`src/include/fdc_settings.svh`:
```
// register map and step timing; all times are in clk cycles, the period math assumes 8-bit counters
`ifndef FDC_SETTINGS_SVH
`define FDC_SETTINGS_SVH

// host register addresses
// status shares the command address, reads give status and writes give a command
`define FDC_A_CMD    2'd0
`define FDC_A_TRACK  2'd1
`define FDC_A_SECTOR 2'd2
`define FDC_A_DATA   2'd3

// step pulse low time
`define FDC_STEP_WIDTH 4

// base step period, multiplied by (rate field + 1)
// keep base * 4 below 256 so the period fits the engine timer
`define FDC_STEP_BASE 16

// outward steps a restore may take before it reports a seek error
// must fit in 8 bits
`define FDC_RESTORE_LIMIT 255

`endif
```
`src/fdc_pkg.sv`:
```
// shared types of the floppy controller; the seek states are ordered as the engine walks them
package fdc_pkg;

	// register and host bus byte
	typedef logic [7:0] fdc_byte_t;

	// host register address, 4 registers
	typedef logic [1:0] fdc_addr_t;

	// type I engine states
	// idle       waiting for a command start
	// step_low   step strobe held low
	// step_wait  step rate period after the strobe
	// finish     one cycle that raises done
	typedef enum logic [1:0] {
		idle,
		step_low,
		step_wait,
		finish
	} seek_state_t;

endpackage

```
`src/fdc_top.sv`:
```
// floppy controller top with type I and force interrupt only; no read, write or DMA path
module fdc_top import fdc_pkg::*; (
	input  logic      clk,
	input  logic      rst_n,
	input  logic      cs_n,
	input  logic      re_n,
	input  logic      we_n,
	input  fdc_addr_t addr,
	input  fdc_byte_t din,
	output fdc_byte_t dout,
	output logic      intrq,
	output logic      step_n,
	output logic      dir_n,
	input  logic      trk00_n,
	input  logic      index_n,
	input  logic      ready_n,
	input  logic      wprot_n,
	output logic      hld
);

	fdc_byte_t status;
	fdc_byte_t cmd;
	fdc_byte_t track;
	fdc_byte_t data;
	fdc_byte_t track_next;
	logic      cmd_start;
	logic      status_read;
	logic      busy_eng;
	logic      track_load;
	logic      seek_err;
	logic      done;

	// host bus and registers
	fdc_host_regs u_host_regs (
		.clk(clk), .rst_n(rst_n),
		.cs_n(cs_n), .re_n(re_n), .we_n(we_n), .addr(addr), .din(din), .dout(dout),
		.status(status), .busy_eng(busy_eng),
		.track_load(track_load), .track_next(track_next),
		.cmd_start(cmd_start), .cmd(cmd), .track(track), .data(data),
		.status_read(status_read)
	);

	// head stepping
	fdc_seek_engine u_seek_engine (
		.clk(clk), .rst_n(rst_n),
		.cmd_start(cmd_start), .cmd(cmd), .track(track), .data(data),
		.trk00_n(trk00_n), .step_n(step_n), .dir_n(dir_n),
		.track_load(track_load), .track_next(track_next),
		.busy_eng(busy_eng), .seek_err(seek_err), .done(done)
	);

	// status byte, hld and intrq
	fdc_status_irq u_status_irq (
		.clk(clk), .rst_n(rst_n),
		.cmd_start(cmd_start), .cmd(cmd), .status_read(status_read),
		.busy_eng(busy_eng), .seek_err(seek_err), .done(done),
		.ready_n(ready_n), .wprot_n(wprot_n), .trk00_n(trk00_n), .index_n(index_n),
		.status(status), .hld(hld), .intrq(intrq)
	);

endmodule

```
`src/fdc_status_irq.sv`:
```
// type I status byte, head load and intrq; the CRC bit 3 reads 0 as no ID field is ever read
module fdc_status_irq import fdc_pkg::*; (
	input  logic      clk,
	input  logic      rst_n,
	input  logic      cmd_start,
	input  fdc_byte_t cmd,
	input  logic      status_read,
	input  logic      busy_eng,
	input  logic      seek_err,
	input  logic      done,
	input  logic      ready_n,
	input  logic      wprot_n,
	input  logic      trk00_n,
	input  logic      index_n,
	output fdc_byte_t status,
	output logic      hld,
	output logic      intrq
);

	logic is_force;

	assign is_force = cmd[7:4] == 4'hD;

	// head load follows the h bit of every type I command
	always_ff @(posedge clk or negedge rst_n) begin
		if (!rst_n)
			hld <= 1'b0;
		else if (cmd_start && !cmd[7])
			hld <= cmd[3];
	end

	// interrupt request
	// a new start clears it, except D8 which raises it at once
	// done sets it unless the command was a force interrupt
	always_ff @(posedge clk or negedge rst_n) begin
		if (!rst_n)
			intrq <= 1'b0;
		else if (cmd_start)
			intrq <= is_force && cmd[3];
		else if (done && !is_force)
			intrq <= 1'b1;
		else if (status_read)
			intrq <= 1'b0;
	end

	always_comb begin
		status[7] = ready_n;
		status[6] = !wprot_n;
		status[5] = hld;
		status[4] = seek_err;
		status[3] = 1'b0;
		status[2] = !trk00_n;
		status[1] = !index_n;
		// busy covers the cycle before the engine leaves idle
		status[0] = busy_eng || cmd_start;
	end

endmodule

```
`src/fdc_seek_engine.sv`:
```
// type I head positioning; the verify bit is ignored and all step timing is counted in clk cycles
`include "fdc_settings.svh"

module fdc_seek_engine import fdc_pkg::*; (
	input  logic      clk,
	input  logic      rst_n,
	input  logic      cmd_start,
	input  fdc_byte_t cmd,
	input  fdc_byte_t track,
	input  fdc_byte_t data,
	input  logic      trk00_n,
	output logic      step_n,
	output logic      dir_n,
	output logic      track_load,
	output fdc_byte_t track_next,
	output logic      busy_eng,
	output logic      seek_err,
	output logic      done
);

	seek_state_t state;
	// shared timer for pulse width and step period
	logic [7:0]  timer;
	// steps taken by this command bound the restore
	logic [7:0]  step_cnt;
	logic [7:0]  step_period;

	// command classes
	logic        is_force;
	logic        is_restore;
	logic        is_seek;
	logic        is_step_cls;

	// decision for the next move
	logic        decide;
	logic        ev_step;
	logic        ev_in;
	logic        ev_load;
	logic        ev_err;
	fdc_byte_t   ev_track;

	assign is_force    = cmd[7:4] == 4'hD;
	assign is_restore  = cmd[7:4] == 4'h0;
	assign is_seek     = cmd[7:4] == 4'h1;
	// step, step-in and step-out share 001x, 010x, 011x
	assign is_step_cls = !cmd[7] && cmd[6:5] != 2'b00;

	// base * (rate + 1)
	assign step_period = 8'(`FDC_STEP_BASE) * {6'd0, cmd[1:0]} + 8'(`FDC_STEP_BASE);

	// decide at a type I start and after each restore or seek step
	// step commands take one step and then end
	assign decide = (state == idle && cmd_start && !is_force) ||
		(state == step_wait && timer == 8'd0 && !is_step_cls);

	always_comb begin
		ev_step  = 1'b0;
		ev_in    = !dir_n;
		ev_load  = 1'b0;
		ev_err   = 1'b0;
		ev_track = track;
		if (is_restore) begin
			// restore always moves outward
			ev_in = 1'b0;
			if (!trk00_n) begin
				ev_load  = 1'b1;
				ev_track = '0;
			end else if (step_cnt == 8'(`FDC_RESTORE_LIMIT)) begin
				ev_err = 1'b1;
			end else begin
				ev_step = 1'b1;
			end
		end else if (is_seek) begin
			// nothing to do when already on target
			if (track != data) begin
				ev_in = data > track;
				if (!ev_in && !trk00_n) begin
					ev_load  = 1'b1;
					ev_track = '0;
				end else begin
					ev_step  = 1'b1;
					ev_load  = 1'b1;
					ev_track = ev_in ? track + 8'd1 : track - 8'd1;
				end
			end
		end else begin
			// plain step keeps the last direction
			if (cmd[6:5] == 2'b10)
				ev_in = 1'b1;
			else if (cmd[6:5] == 2'b11)
				ev_in = 1'b0;
			if (!ev_in && !trk00_n) begin
				// head already at track 0
				ev_load  = 1'b1;
				ev_track = '0;
			end else begin
				ev_step  = 1'b1;
				ev_load  = cmd[4];
				ev_track = ev_in ? track + 8'd1 : track - 8'd1;
			end
		end
	end

	always_ff @(posedge clk or negedge rst_n) begin
		if (!rst_n) begin
			state      <= idle;
			step_n     <= 1'b1;
			dir_n      <= 1'b1;
			timer      <= '0;
			step_cnt   <= '0;
			track_load <= 1'b0;
			seek_err   <= 1'b0;
		end else begin
			track_load <= 1'b0;
			if (cmd_start && is_force) begin
				// abort drops the strobe right away
				state  <= finish;
				step_n <= 1'b1;
			end else if (decide) begin
				track_load <= ev_load;
				// error flag is cleared at each type I start
				if (state == idle)
					seek_err <= ev_err;
				else if (ev_err)
					seek_err <= 1'b1;
				if (ev_step) begin
					state    <= step_low;
					step_n   <= 1'b0;
					dir_n    <= !ev_in;
					timer    <= 8'(`FDC_STEP_WIDTH - 1);
					step_cnt <= step_cnt + 8'd1;
				end else begin
					state <= finish;
				end
			end else begin
				case (state)
					step_low: begin
						if (timer == 8'd0) begin
							step_n <= 1'b1;
							timer  <= step_period - 8'd1;
							state  <= step_wait;
						end else begin
							timer <= timer - 8'd1;
						end
					end
					step_wait: begin
						// only step commands arrive here with an expired timer
						if (timer == 8'd0)
							state <= finish;
						else
							timer <= timer - 8'd1;
					end
					finish: begin
						state    <= idle;
						step_cnt <= '0;
					end
					default: ;
				endcase
			end
		end
	end

	// value written to the track register with track_load
	always_ff @(posedge clk) begin
		if (decide)
			track_next <= ev_track;
	end

	assign busy_eng = state != idle;
	assign done     = state == finish;

	a_step_low_state: assert property (
		@(posedge clk) disable iff (!rst_n)
		!step_n |-> state == step_low
	);

	a_step_busy: assert property (
		@(posedge clk) disable iff (!rst_n)
		!step_n |-> busy_eng
	);

endmodule

```
`src/fdc_host_regs.sv`:
```
// host side registers; strobes are sampled on clk, so each low pulse must last at least one cycle
`include "fdc_settings.svh"

module fdc_host_regs import fdc_pkg::*; (
	input  logic      clk,
	input  logic      rst_n,
	input  logic      cs_n,
	input  logic      re_n,
	input  logic      we_n,
	input  fdc_addr_t addr,
	input  fdc_byte_t din,
	output fdc_byte_t dout,
	input  fdc_byte_t status,
	input  logic      busy_eng,
	input  logic      track_load,
	input  fdc_byte_t track_next,
	output logic      cmd_start,
	output fdc_byte_t cmd,
	output fdc_byte_t track,
	output fdc_byte_t data,
	output logic      status_read
);

	// previous strobe levels for edge detection
	logic      we_q;
	logic      re_q;
	logic      write_rq;
	logic      read_rq;
	// busy as the host sees it, includes the pending start cycle
	logic      busy;
	logic      cmd_free;
	logic      cmd_kind_ok;
	fdc_byte_t sector;

	always_ff @(posedge clk or negedge rst_n) begin
		if (!rst_n) begin
			we_q <= 1'b1;
			re_q <= 1'b1;
		end else begin
			we_q <= we_n;
			re_q <= re_n;
		end
	end

	// falling edges while selected
	assign write_rq = !cs_n && we_q && !we_n;
	assign read_rq  = !cs_n && re_q && !re_n;

	assign busy = busy_eng || cmd_start;

	// a new command needs an idle engine and no start in flight
	// force interrupt (upper nibble D) always gets through
	assign cmd_free = !busy || din[7:4] == 4'hD;
	// only type I and type IV codes start anything
	assign cmd_kind_ok = !din[7] || din[7:4] == 4'hD;

	// command register and start pulse
	always_ff @(posedge clk or negedge rst_n) begin
		if (!rst_n) begin
			cmd       <= '0;
			cmd_start <= 1'b0;
		end else begin
			cmd_start <= 1'b0;
			if (write_rq && addr == `FDC_A_CMD && cmd_free && cmd_kind_ok) begin
				cmd       <= din;
				cmd_start <= 1'b1;
			end
		end
	end

	// track register, engine update has priority over the host
	always_ff @(posedge clk or negedge rst_n) begin
		if (!rst_n) begin
			track <= '0;
		end else if (track_load) begin
			track <= track_next;
		end else if (write_rq && addr == `FDC_A_TRACK && !busy) begin
			track <= din;
		end
	end

	// sector register, host access only since there is no sector command
	always_ff @(posedge clk or negedge rst_n) begin
		if (!rst_n) begin
			sector <= 8'h01;
		end else if (write_rq && addr == `FDC_A_SECTOR && !busy) begin
			sector <= din;
		end
	end

	// data register doubles as the seek target
	// written at any time
	always_ff @(posedge clk or negedge rst_n) begin
		if (!rst_n) begin
			data <= '0;
		end else if (write_rq && addr == `FDC_A_DATA) begin
			data <= din;
		end
	end

	// read mux, bus idles at all ones
	always_comb begin
		dout = '1;
		if (!cs_n && !re_n) begin
			case (addr)
				`FDC_A_CMD:    dout = status;
				`FDC_A_TRACK:  dout = track;
				`FDC_A_SECTOR: dout = sector;
				`FDC_A_DATA:   dout = data;
				default:       dout = '1;
			endcase
		end
	end

	// one pulse per status read, used to drop intrq
	assign status_read = read_rq && addr == `FDC_A_CMD;

	// a non-force start must find the engine idle
	a_start_not_busy: assert property (
		@(posedge clk) disable iff (!rst_n)
		cmd_start |-> (!busy_eng || cmd[7:4] == 4'hD)
	);

endmodule

```
`config.mk`:
```
export PLATFORM = sky130hd
export DESIGN_NAME = fdc_top
export DESIGN_NICKNAME = d
export VERILOG_FILES = /design/src/fdc_pkg.sv /design/src/fdc_top.sv /design/src/fdc_status_irq.sv /design/src/fdc_seek_engine.sv /design/src/fdc_host_regs.sv
export VERILOG_INCLUDE_DIRS = /design/src /design/src/include
export SDC_FILE = /design/constraint.sdc
export NUM_CORES = 1
export LEC_CHECK = 0
export BUFFER_PORTS_ARGS = -buffer_cell sky130_fd_sc_hd__buf_2
export CAP_MARGIN = 15
export CORE_AREA = 2 2 98 100
export CTS_BUF_LIST = sky130_fd_sc_hd__clkbuf_8
export DETAILED_ROUTE_END_ITERATION = 10
export DIE_AREA = 0 0 100 102
export GPL_TIMING_DRIVEN = 0
export PLACE_DENSITY = 0.67
export RECOVER_POWER = 100
export SYNTH_ARGS = -nofsm -noshare
export SYNTH_HDL_FRONTEND = slang
export SYNTH_SLANG_ARGS = --single-unit
```
`constraint.sdc`:
```
create_clock -name clk -period 2.2 [get_ports clk]
set_input_delay 0.11 -clock clk [delete_from_list [all_inputs] [get_ports clk]]
set_output_delay 0.11 -clock clk [all_outputs]
set_load 0.01 [all_outputs]
```
# Word level (Yosys, flattened, before mapping)
# Index checks and enable logic that the tools add are counted.
[totals] reg_bits=67 input_bits=19 word_cells=168 output_inout_bits=12
[classes] n_eq_ne=18 magnitude_cmp=1 n_addsub=6 reduce_logical=64 bitwise=1 mux=61
[ops] cell="2-to-1 mux 8 bit" count=18
[ops] cell="2-to-1 mux 1 bit" count=35
[ops] cell="one-hot mux 8 bit (4 select lines)" count=1
[ops] cell="logical AND 1 bit" count=25
[ops] cell="subtractor 8 x 1 -> 8 bit (second input constant)" count=3
[ops] cell="adder 8 x 1 -> 8 bit (second input constant)" count=2
[ops] cell="one-hot mux 8 bit (2 select lines)" count=1
[ops] cell="logical NOT 1 bit" count=15
[ops] cell="AND reduction 3 bit" count=5
[ops] cell="== test 2 bit (second input constant)" count=6
[ops] cell="nonzero test 3 bit" count=4
[ops] cell="2-to-1 mux 2 bit" count=5
[ops] cell="nonzero test 2 bit" count=5
[ops] cell="== test 4 bit (second input constant)" count=2
[ops] cell="== test 8 bit (second input constant)" count=1
[ops] cell="> comparator 8 bit" count=1
[ops] cell="logical NOT 8 bit" count=1
[ops] cell="inequality test 8 bit" count=1
[ops] cell="adder 6 x 5 -> 7 bit (second input constant)" count=1
[ops] cell="one-hot mux 2 bit (3 select lines)" count=1
[ops] cell="nonzero test 5 bit" count=1
[ops] cell="== test 2 x 1 -> 1 bit (second input constant)" count=2
[ops] cell="== test 4 x 1 -> 1 bit (second input constant)" count=1
[ops] cell="logical NOT 2 bit" count=2
[ops] cell="9 further kinds" count=12

# Longest topological paths before layout
# Gate-level depths: netlist (run 1).
[depth] ltp_word=13 mapped_depth=10 ltp_nobuf=9

# Hierarchy
# A second synthesis (run 1) with hierarchy kept.
[hier_totals] cells_unflattened=446 area_unflattened_um2=4435.5
[modules_own_cells] module="fdc_seek_engine" area_per_inst_um2=2536.2 seq_area_each_um2=793.3 instances=1 cells_each=303
[modules_own_cells] module="fdc_host_regs" area_per_inst_um2=1741.7 seq_area_each_um2=879.6 instances=1 cells_each=124
[modules_own_cells] module="fdc_status_irq" area_per_inst_um2=157.7 seq_area_each_um2=50.0 instances=1 cells_each=19

# Least setup slack after synthesis (run 1)
# OpenSTA, ideal clock, no wires.
[synth_timing] kind="register to register" startpoint="reg u_host_regs.track[2]" endpoint="reg u_seek_engine.track_next[5] (data pin)" t_required_ns=2.043 path_buffers=1 stages_incl_launch_ff=10 arrival_time_ns=2.263 setup_ns=0.157 synth_period_minus_slack_ns=2.420 setup_slack_ns=-0.220 path_cell_list="dfrtp_1 > buf_1 > inv_1 > ha_1 > and4_2 > a21boi_4 > nand2_1 > o31a_1 > or3_1 > o221ai_2"
[synth_between] elab_chain_cells=7 word_cells_on_any_way=13 cone_classes="2 x add/sub; 1 x order compare; 1 x eq/ne; 7 x mux; 2 x reduce/logical"
[synth_lines] item="from (decl)" line="fdc_host_regs.sv:19" rtl="output fdc_byte_t track,"
[synth_lines] item="from (signal assigned)" line="fdc_host_regs.sv:76" rtl="track <= track_next;"
[synth_lines] item="from (signal assigned)" line="fdc_host_regs.sv:78" rtl="track <= din;"
[synth_lines] item="> comparator 8 bit" line="fdc_seek_engine.sv:76" rtl="ev_in = data > track;"
[synth_lines] item="logical NOT 1 bit" line="fdc_seek_engine.sv:77" rtl="if (!ev_in && !trk00_n) begin"
[synth_lines] item="logical AND 1 bit" line="fdc_seek_engine.sv:77"
[synth_lines] item="2-to-1 mux 8 bit" line="fdc_seek_engine.sv:77"
[synth_lines] item="2-to-1 mux 8 bit" line="fdc_seek_engine.sv:75" rtl="if (track != data) begin"
[synth_lines] item="2-to-1 mux 8 bit (*)" line="fdc_seek_engine.sv:73" rtl="end else if (is_seek) begin"
[synth_lines] item="2-to-1 mux 8 bit (*)" line="fdc_seek_engine.sv:62" rtl="if (is_restore) begin"
[synth_lines] item="net u_seek_engine.ev_track[5]" line="fdc_seek_engine.sv:40" rtl="fdc_byte_t ev_track;"
[synth_lines] item="to (signal assigned)" line="fdc_seek_engine.sv:166" rtl="track_next <= ev_track;"
[synth_lines] item="to (decl)" line="fdc_seek_engine.sv:15" rtl="output fdc_byte_t track_next,"
# The timed path passes the listed nets; every way through them passes the cells marked *.
# A chain may end at the register's enable or synchronous reset.

# Final worst setup path (run 1)
[layout_timing] startpoint="reg u_host_regs.track[1]" endpoint="reg u_seek_engine.track_next[3] (data pin)"
# The elaborated chain is that of the path after synthesis.

==> summary.txt, run 1 <==
largest stage delay on the critical path = 0.43 ns
pin count of the biggest net entering global routing = 39
number of cells on the worst reg-to-reg path = 11
CP Launch Type = register
r2r startpoint = u_host_regs.track[1]$_DFFE_PN0P_
final count of pins violating max slew = 0
stages on the worst setup path = 11
Finished Core Util = 0.623
transition time at the pin with the least slew margin = 1.16 ns
fraction of registers with async set/reset = 0.879
fin nets = 583
H-tree depth reported by CTS = 3
buffer type at the clock tree root = clkbuf_8
fmax = 423 MHz
fin worst setup slack = -0.165 ns
sinks on the clock net = 66
largest clock skew in the final design = 0.0149 ns
Hold Fails Final Rpt = 0
sequential area share after synthesis = 0.378
Die Footprint = 10200 um2
number of optimization iterations in the first detailed-route pass = 5
Hold Path Sink = u_host_regs.data[2]$_DFFE_PN0P_
violations in the final reports = setup timing
critical path endpoint category = register
Worst Setup Path Type = register to register
global-route wire length before repair = 20500 um
Req. time, crit path = 2.40 ns
cts bufs inserted = 9
post-route ant nets = 0
outcome = finished with violations
power per cell area = 539 nW/um2
vertical die dimension = 102 um
vias per cell = 6.19
total number of vias = 4077
arrival time of the worst setup path = 2.57 ns
count of antenna diodes in the layout = 0
worst reg-to-reg setup slack = -0.17 ns
Mapped Avg Cell Area = 9.63 um2
number of synthesized flops with an enable pin = 8
cell with the most instances on the worst path = buf_6
total global routing track utilization = 0.260
post-synthesis register bit count = 66
hold path start = din[2]
Post-DP HPWL = 9010 um
fin crit period = 2.37 ns
endpoints failing setup = 25
primary flip-flop cell chosen by synthesis mapping = dfrtp_1
Syn Nets = 507
worst voltage drop across the vdd grid = 0.352 mV
top cells by area, synth = dfrtp_1 (29%), ha_1 (5.8%), edfxtp_1 (5.3%)
largest fanout on the critical path = 4
number of rows in the core area = 35
number of DRC markers after the initial detailed-route iteration = 260
Yosys top cell area share = 0.295
number of global-route vias before repair = 4020
series of cell instances along the critical path = buf_6, inv_4, ha_4, nor2b_4, o211ai_1, buf_4, buf_6, a21o_1, o21a_1, or4_4, o2111ai_2
hold path depth = 2
total grt overflow = 0
Top-Level Pins = 31
antenna violations before repair = 0
static leakage power = 2.49 nW
maximum capacitance violations = 0
instance count of the mapped netlist = 467
Final TNS setup = -1.69 ns
Layout Area Growth over Synthesis = 26.3%
Reg2Reg Capture Point = u_seek_engine.track_next[3]$_DFFE_PP_
family with the most delay on the worst path = compound AO/OA/AOI/OAI gates
RSZ-0062 raised after global routing = yes
Rel. slew slack = 0.228
share of post-route cells with drive strength above 1 = 0.330
clock slew seen by the registers of the worst setup and hold paths = 0.09 ns
number of cells after detailed placement = 608
area of the core = 9110 um2
total power consumption of the routed design = 0.00306 W
Ys Warns = 0
die width = 100 um
clock tree from TritonCTS = yes
path category of the worst min-delay check = input port to register
Netlist cell types = 69
Period Utilization, post-route = 1.08
Final Wtd Congestion = 0.891
number of non-filler instances in the completed layout = 659
Port Buffer Count = 29
wire length per cell = 19.8 um
dpl ws = -0.524 ns
Bufs and invs on worst path = 4
cell accounting for the most synthesized area = dfrtp_1
number of remaining DRC errors = 0
Starting Density = 0.494
number of buffers on the longest clock path = 2
worst skew pair latency = 0.36 ns
cell type of the slowest stage on the worst timing path = or4_4
Cell Area, Synth = 4500 um2
sum of routed wire length over all layers = 13100 um
kinds of logic after synthesis:
group           synth area share
simple gates               0.181
compound gates             0.190
flops                      0.378
fa+ha+maj                 0.0584
mux                        0.119
buf+inv                   0.0593
xor+xnor                  0.0156
layer usage:
layer  vias to the layer above  global-route usage  share of wire
met5                         -                   0              0
met4                         0               0.112          0.036
met3                        42              0.0479          0.053
met2                       162               0.432           0.50
met1                      1998               0.337           0.41
li1                       1875                   -              -
flip-flops by register name, summed over array words and instances, names as in the netlist, 2 cells and up:
register / count
u_host_regs.track: 8
u_seek_engine.track_next: 8
u_host_regs.data: 8
u_seek_engine.state: 2
u_seek_engine.step_cnt: 8
u_host_regs.cmd: 7
u_host_regs.sector: 8
u_seek_engine.timer: 8
worst max path at each step:
stage / from / end / slack, ns
finish: u_host_regs.track[1]$_DFFE_PN0P_ / u_seek_engine.track_next[3]$_DFFE_PP_ / -0.17
global route: u_host_regs.track[1]$_DFFE_PN0P_ / u_seek_engine.track_next[4]$_DFFE_PP_ / -0.21
detailed placement: u_seek_engine.timer[0]$_DFFE_PN0P_ / u_seek_engine.timer[2]$_DFFE_PN0P_ / -0.52
floorplan: u_host_regs.track[1]$_DFFE_PN0P_ / u_seek_engine.step_cnt[0]$_DFFE_PN0P_ / -0.11
global placement: u_host_regs.track[1]$_DFFE_PN0P_ / u_seek_engine.track_next[0]$_DFFE_PP_ / -0.53
CTS: u_host_regs.track[1]$_DFFE_PN0P_ / u_seek_engine.track_next[3]$_DFFE_PP_ / -0.10
where the power goes:
part           switching, W  internal, W  leakage, nW  total, W
clock              0.000505     0.000662        0.118   0.00117
combinational      0.000271     0.000254         1.64  0.000525
sequential        0.0000722      0.00130        0.730   0.00137
total              0.000848      0.00221         2.49   0.00306
stage by stage:
stage | hold WS, ns | area (um2)
floorplan | -0.186 | 4530
global placement | 0.229 | 4810
detailed placement | 0.108 | 4830
CTS | 0.0189 | 5500
global route | 0.0196 | 5680
finish | 0.0299 | 5680
Yosys cell counts (all sizes together), types with 3 or more instances:
cell / number
edfxtp: 8
nor3: 8
a31oi: 7
and4: 4
o21ai: 38
o21a: 5
nand3: 15
nand2: 60
o31a: 3
a211oi: 3
mux4: 7
nor2: 17
a22o: 3
clkbuf: 9
nor4: 3
mux2: 20
nor2b: 7
buf: 11
a21oi: 14
mux2i: 15
a21boi: 3
o211ai: 8
nand2b: 12
inv: 32
xnor2: 8
and3: 5
ha: 21
o2bb2ai: 3
a221oi: 6
nor3b: 4
o2111ai: 8
nand4: 5
dfrtp: 53
nand4b: 3
dfstp: 5
layout by cell type (no fill, tap or decap), types with 3 or more instances in the layout:
cell type | netlist | final
a21oi_1 | 14 | 10
a21oi_2 | 0 | 3
a221oi_2 | 0 | 4
a31oi_1 | 7 | 7
and3_1 | 5 | 5
buf_2 | 2 | 17
buf_4 | 0 | 29
buf_6 | 6 | 11
clkbuf_1 | 7 | 17
clkbuf_8 | 2 | 13
dfrtp_1 | 53 | 51
dfstp_2 | 5 | 4
dlygate4sd3_1 | 0 | 3
edfxtp_1 | 8 | 8
ha_1 | 21 | 13
ha_4 | 0 | 6
inv_1 | 31 | 26
inv_2 | 1 | 3
inv_4 | 0 | 4
mux2_2 | 20 | 19
mux2i_1 | 15 | 15
mux4_2 | 7 | 7
nand2_1 | 60 | 59
nand2b_1 | 12 | 11
nand3_1 | 15 | 14
nand4_1 | 5 | 5
nand4b_1 | 3 | 3
nor2_1 | 17 | 15
nor2b_1 | 7 | 4
nor3_1 | 8 | 5
nor3_2 | 0 | 3
nor3b_1 | 3 | 3
o2111ai_1 | 8 | 7
o211ai_1 | 8 | 8
o21a_1 | 5 | 5
o21ai_0 | 36 | 26
o21ai_1 | 2 | 3
o21ai_2 | 0 | 7
xnor2_1 | 8 | 8
layout make-up:
type                    instances  area (um2)
multi-input cells             348        2870
repair buffers                 66         442
flip-flops and latches         66        1700
plain buffers                  19         170
inverters                      33         136
well taps                     111         139
clock inverters                 6        80.1
fillers                       736        3430
clock buffers                  10         138
timing repair:
action / 4_1_cts / 5_1_grt
hold buffers: 3 / 0
buffers inserted: 26 / 8
gates cloned: 0 / 0
hold endpoints to repair: 20 / 0
resized for setup: 58 / 36
pin swaps: 22 / 11
endpoints found under the setup margin: 37 / 28
worst register-to-register path, stage by stage (launching register included):
cell	delay, ns
dfrtp_1	0.37
buf_6	0.13
inv_4	0.04
ha_4	0.27
nor2b_4	0.12
o211ai_1	0.08
buf_4	0.16
buf_6	0.11
a21o_1	0.18
o21a_1	0.25
or4_4	0.43
o2111ai_2	0.08
Power figures use the tool's default switching activity.
==> run 2: changes to the inputs <==
- CTS_CLUSTER_SIZE: unset -> 12
- PLACE_DENSITY: 0.67 -> 0.64
- clock period: 2.2 -> 2.4 ns (I/O delays scaled with it)
==> summary.txt, run 2 (synthesis gave the netlist of run 1 again) <==
Hold Path Sink = u_host_regs.sector[2]$_DFFE_PN0P_
Post-DP HPWL = 9130 um
largest clock skew in the final design = 0.0114 ns
number of optimization iterations in the first detailed-route pass = 4
fmax = 422 MHz
Flop pwr share = 0.450
fin nets = 580
cts bufs inserted = 9
Req. time, crit path = 2.61 ns
Reg2Reg Capture Point = u_seek_engine.track_next[5]$_DFFE_PP_
arrival time of the worst setup path = 2.59 ns
number of DRC markers after the initial detailed-route iteration = 191
worst reg-to-reg setup slack = 0.03 ns
global-route wire length before repair = 21000 um
count of antenna diodes in the layout = 0
Rel. slew slack = 0.157
antenna violations before repair = 0
Internal = 0.00200 W
worst voltage drop across the vdd grid = 0.384 mV
outcome = completed
number of buffers on the longest clock path = 2
total global routing track utilization = 0.267
vertical die dimension = 102 um
switching power as a share of total power = 0.278
total power consumption of the routed design = 0.00278 W
switching power of the nets = 0.000773 W
number of cells after detailed placement = 609
static leakage power = 2.44 nW
clock slew seen by the registers of the worst setup and hold paths = 0.08 ns
power per cell area = 509 nW/um2
RSZ-0062 raised after global routing = yes
number of rows in the core area = 35
Starting Density = 0.494
area of the core = 9110 um2
vias per cell = 6.08
sinks on the clock net = 66
Worst Setup Path Type = register to register
sum of routed wire length over all layers = 13100 um
hold path start = din[2]
number of cells on the worst reg-to-reg path = 9
final count of pins violating max slew = 0
Finished Core Util = 0.599
pin count of the biggest net entering global routing = 38
largest fanout on the critical path = 4
fin crit period = 2.37 ns
Gate power share = 0.155
worst skew pair latency = 0.36 ns
buffer type at the clock tree root = clkbuf_8
endpoints failing setup = 0
H-tree depth reported by CTS = 3
Port Buffer Count = 29
Top-Level Pins = 31
Hold Fails Final Rpt = 0
Period Utilization, post-route = 0.988
Final Wtd Congestion = 0.945
r2r startpoint = u_host_regs.track[4]$_DFFE_PN0P_
number of global-route vias before repair = 3973
share of post-route cells with drive strength above 1 = 0.279
wire length per cell = 20.0 um
number of remaining DRC errors = 0
CP Launch Type = register
transition time at the pin with the least slew margin = 1.26 ns
number of non-filler instances in the completed layout = 656
maximum capacitance violations = 0
leading cell types in the layout, fill and taps excluded = nand2_1 (60), dfrtp_1 (50), o21ai_0 (32), inv_1 (27), buf_4 (27)
critical path endpoint category = register
most frequent standard cell in the layout excluding fill and tap cells = nand2_1
total number of vias = 3987
Filler cells = 795
clock tree from TritonCTS = yes
path category of the worst min-delay check = input port to register
worst hold slack across all endpoints = 0.0385 ns
Layout Area Growth over Synthesis = 21.3%
hold path depth = 2
Die Footprint = 10200 um2
total grt overflow = 0
die width = 100 um
post-route ant nets = 0
clock share of power = 0.394
[run 2: cell types whose count changed in the layout (fill, tap and decap cells not counted), moves of 3 or more]
cell,change
buf_6,-3
o21ai_2,-6
clkbuf_2,+3
ha_1,+4
o21ai_0,+6
[run 2: cell type report]
cell class                 count  area, um2  share of cell area
clock buffer                  10        138              0.0252
sequential                    66       1700               0.312
inverter                      33        129              0.0236
clock inverter                 6       87.6              0.0161
tap                          111        139              0.0255
buffer                        19        164              0.0301
multi-input combinational    348       2710               0.497
timing repair buffer          63        384              0.0704
[run 2: metal layers]
layer | wire length (um) | vias to the layer above | share of wire | track usage
li1 | - | 1883 | - | -
met1 | 5540 | 1956 | 0.42 | 0.333
met2 | 6590 | 120 | 0.50 | 0.457
met3 | 667 | 28 | 0.051 | 0.0554
met4 | 347 | 0 | 0.026 | 0.105
met5 | 0 | - | 0 | 0
[run 2: worst max-delay path, cell delays in order (launching register included)]
cell,delay (ns)
dfrtp_1,0.40
clkbuf_8,0.15
inv_2,0.10
ha_1,0.25
and4_4,0.19
a21boi_4,0.18
nand2_1,0.07
o31a_1,0.30
or3_4,0.41
o221ai_2,0.16
[run 2: how the worst max path moves through the flow]
stage	startpoint	endpoint	slack, ns	cells past startpoint
floorplan	u_host_regs.track[1]$_DFFE_PN0P_	u_seek_engine.step_cnt[0]$_DFFE_PN0P_	0.02	9
global placement	u_host_regs.track[6]$_DFFE_PN0P_	u_seek_engine.track_next[3]$_DFFE_PP_	-0.41	8
detailed placement	u_host_regs.track[6]$_DFFE_PN0P_	u_seek_engine.track_next[0]$_DFFE_PP_	-0.42	8
CTS	u_host_regs.track[5]$_DFFE_PN0P_	u_seek_engine.track_next[5]$_DFFE_PP_	0.02	9
global route	u_host_regs.track[1]$_DFFE_PN0P_	u_seek_engine.track_next[5]$_DFFE_PP_	-0.04	10
finish	u_host_regs.track[4]$_DFFE_PN0P_	u_seek_engine.track_next[5]$_DFFE_PP_	0.03	9
[run 2: metrics by stage]
| stage | setup WS [ns] | setup TNS [ns] | instance area, um2 |
|---|---|---|---|
| global placement | -0.409 | -6.96 | 4790 |
| global route | -0.0386 | -0.152 | 5450 |
| finish | 0.0279 | 0 | 5450 |
| floorplan | 0.0173 | 0 | 4500 |
| detailed placement | -0.417 | -7.07 | 4820 |
| CTS | 0.0211 | 0 | 5350 |
[run 2: power groups by stage]
| stage | logic (W) | clock network, W | registers [W] |
|---|---|---|---|
| final | 0.000431 | 0.00110 | 0.00125 |
| after detailed placement | 0.000381 | 0 | 0.00126 |
| after CTS | 0.000413 | 0.00112 | 0.00125 |
| after global placement | 0.000366 | 0 | 0.00126 |
| after floorplan | 0.000263 | 0 | 0.00125 |
| after global routing | 0.000472 | 0.00116 | 0.00126 |
[run 2: timing repair]
action | 4_1_cts | 5_1_grt
setup buffers | 21 | 8
pin swaps | 13 | 6
hold buffers | 3 | 0
gates resized for setup | 33 | 17
endpoints found under the hold margin | 21 | 0
endpoints found under the setup margin | 27 | 22
==> run 3: changes to the inputs <==
- SETUP_SLACK_MARGIN: unset -> 0.4
==> summary.txt, run 3 (synthesis gave the netlist of run 1 again) <==
pin count of the biggest net entering global routing = 34
static leakage power = 2.52 nW
CP Launch Type = register
dpl ws = -0.285 ns
arrival time of the worst setup path = 2.60 ns
area of the core = 9110 um2
critical path endpoint category = register
number of buffers on the longest clock path = 2
number of cells on the worst reg-to-reg path = 11
Die Footprint = 10200 um2
final count of pins violating max slew = 0
outcome = completed
clock tree from TritonCTS = yes
fin worst setup slack = 0.0401 ns
power per cell area = 468 nW/um2
hold path depth = 2
vertical die dimension = 102 um
Hold Fails Final Rpt = 0
leading cell types in the layout, fill and taps excluded = nand2_1 (58), dfrtp_1 (50), buf_4 (30), inv_1 (27), o21ai_0 (26)
path category of the worst min-delay check = input port to register
die width = 100 um
number of non-filler instances in the completed layout = 662
endpoints failing setup = 0
post-route ant nets = 0
Port Buffer Count = 29
Period Utilization, post-route = 0.983
share of post-route cells with drive strength above 1 = 0.328
number of remaining DRC errors = 0
number of DRC markers after the initial detailed-route iteration = 183
r2r startpoint = u_host_regs.track[1]$_DFFE_PN0P_
Final Wtd Congestion = 0.947
buffer type at the clock tree root = clkbuf_8
Finished Core Util = 0.621
worst skew pair latency = 0.36 ns
number of global-route vias before repair = 3975
hold path start = din[2]
Top-Level Pins = 31
Reg2Reg Capture Point = u_seek_engine.timer[0]$_DFFE_PN0P_
fin crit period = 2.36 ns
wire length per cell = 19.9 um
number of cells after detailed placement = 608
Filler cells = 790
fin nets = 586
fmax = 424 MHz
clock slew seen by the registers of the worst setup and hold paths = 0.08 ns
global-route wire length before repair = 20600 um
Starting Density = 0.494
number of optimization iterations in the first detailed-route pass = 4
total grt overflow = 0
RSZ-0062 raised after global routing = yes
Layout Area Growth over Synthesis = 25.7%
Hold Path Sink = u_host_regs.sector[2]$_DFFE_PN0P_
largest fanout on the critical path = 8
sinks on the clock net = 66
Req. time, crit path = 2.64 ns
vias per cell = 6.11
total global routing track utilization = 0.264
Rel. slew slack = 0.0312
Worst Setup Path Type = register to register
count of antenna diodes in the layout = 0
sum of routed wire length over all layers = 13200 um
H-tree depth reported by CTS = 3
antenna violations before repair = 0
total number of vias = 4048
most frequent standard cell in the layout excluding fill and tap cells = nand2_1
worst voltage drop across the vdd grid = 0.291 mV
largest clock skew in the final design = 0.00809 ns
Final TNS setup = 0 ns
transition time at the pin with the least slew margin = 1.45 ns
cts bufs inserted = 9
number of rows in the core area = 35
maximum capacitance violations = 0
worst reg-to-reg setup slack = 0.04 ns
Post-DP HPWL = 9040 um
run 3: cell types whose count changed in the layout (fill, tap and decap cells not counted), moves of 3 or more:
cell      delta
o21ai_0      -6
buf_6        +4
ha_1         -4
o21ai_2      +4
a221oi_1     -3
a221oi_2     +3
buf_4        +3
ha_2         +3
run 3: layout make-up:
cell class | count | area, um2 | area share
plain buffers | 20 | 168 | 0.0297
clock buffers | 9 | 124 | 0.0219
clock inverters | 7 | 61.3 | 0.0108
inverters | 33 | 131 | 0.0232
multi-input cells | 348 | 2870 | 0.508
flip-flops and latches | 66 | 1700 | 0.301
well taps | 111 | 139 | 0.0246
repair buffers | 68 | 457 | 0.0808
run 3: worst max path at each step:
stage          cells after the start  slack, ns                                    end                        startpoint
6_report                          11       0.04     u_seek_engine.timer[0]$_DFFE_PN0P_  u_host_regs.track[1]$_DFFE_PN0P_
5_1_grt                            8      -0.05  u_seek_engine.track_next[5]$_DFFE_PP_  u_host_regs.track[3]$_DFFE_PN0P_
4_1_cts                           11       0.05  u_seek_engine.track_next[3]$_DFFE_PP_  u_host_regs.track[1]$_DFFE_PN0P_
3_5_place_dp                      10      -0.29  u_seek_engine.track_next[0]$_DFFE_PP_  u_host_regs.track[1]$_DFFE_PN0P_
3_3_place_gp                      10      -0.29  u_seek_engine.track_next[0]$_DFFE_PP_  u_host_regs.track[1]$_DFFE_PN0P_
2_1_floorplan                      9       0.09  u_seek_engine.step_cnt[0]$_DFFE_PN0P_  u_host_regs.track[1]$_DFFE_PN0P_
run 3: routing by layer:
| layer | GRT usage | wire length (um) | up-vias |
|---|---|---|---|
| li1 | - | - | 1888 |
| met1 | 0.327 | 5550 | 2045 |
| met2 | 0.467 | 6820 | 92 |
| met3 | 0.0424 | 503 | 23 |
| met4 | 0.0948 | 293 | 0 |
| met5 | 0 | 0 | - |
run 3: what timing repair did:
action                                 CTS  global route
hold buffers                             3             0
gates resized for setup                 58            38
endpoints found under the hold margin   25             0
setup endpoints to repair               39            39
buffers inserted                        27             8
pin swaps                               17             7
run 3: where the power goes:
group / total [W] / internal [W] / switching (W)
logic: 0.000458 / 0.000215 / 0.000243
clock network: 0.000933 / 0.000471 / 0.000462
registers: 0.00125 / 0.00119 / 0.0000630
total: 0.00264 / 0.00188 / 0.000768
run 3: critical path: stages (launching register included):
cell and delay [ns]:
dfrtp_1 0.39, buf_6 0.13, inv_4 0.05, ha_4 0.20, nor2b_4 0.12, o211ai_1 0.15
buf_4 0.16, a21oi_4 0.07, o31a_4 0.33, o31a_1 0.31, buf_6 0.14, a21bo_2 0.18
run 3: metrics by stage:
| step | hold WS, ns | power (W) | area [um2] |
|---|---|---|---|
| global placement | 0.237 | 0.00164 | 4820 |
| CTS | 0.0177 | 0.00263 | 5500 |
| floorplan | -0.176 | 0.00152 | 4540 |
| detailed placement | 0.176 | 0.00165 | 4840 |
| global route | 0.0421 | 0.00276 | 5650 |
| finish | 0.0319 | 0.00264 | 5650 |
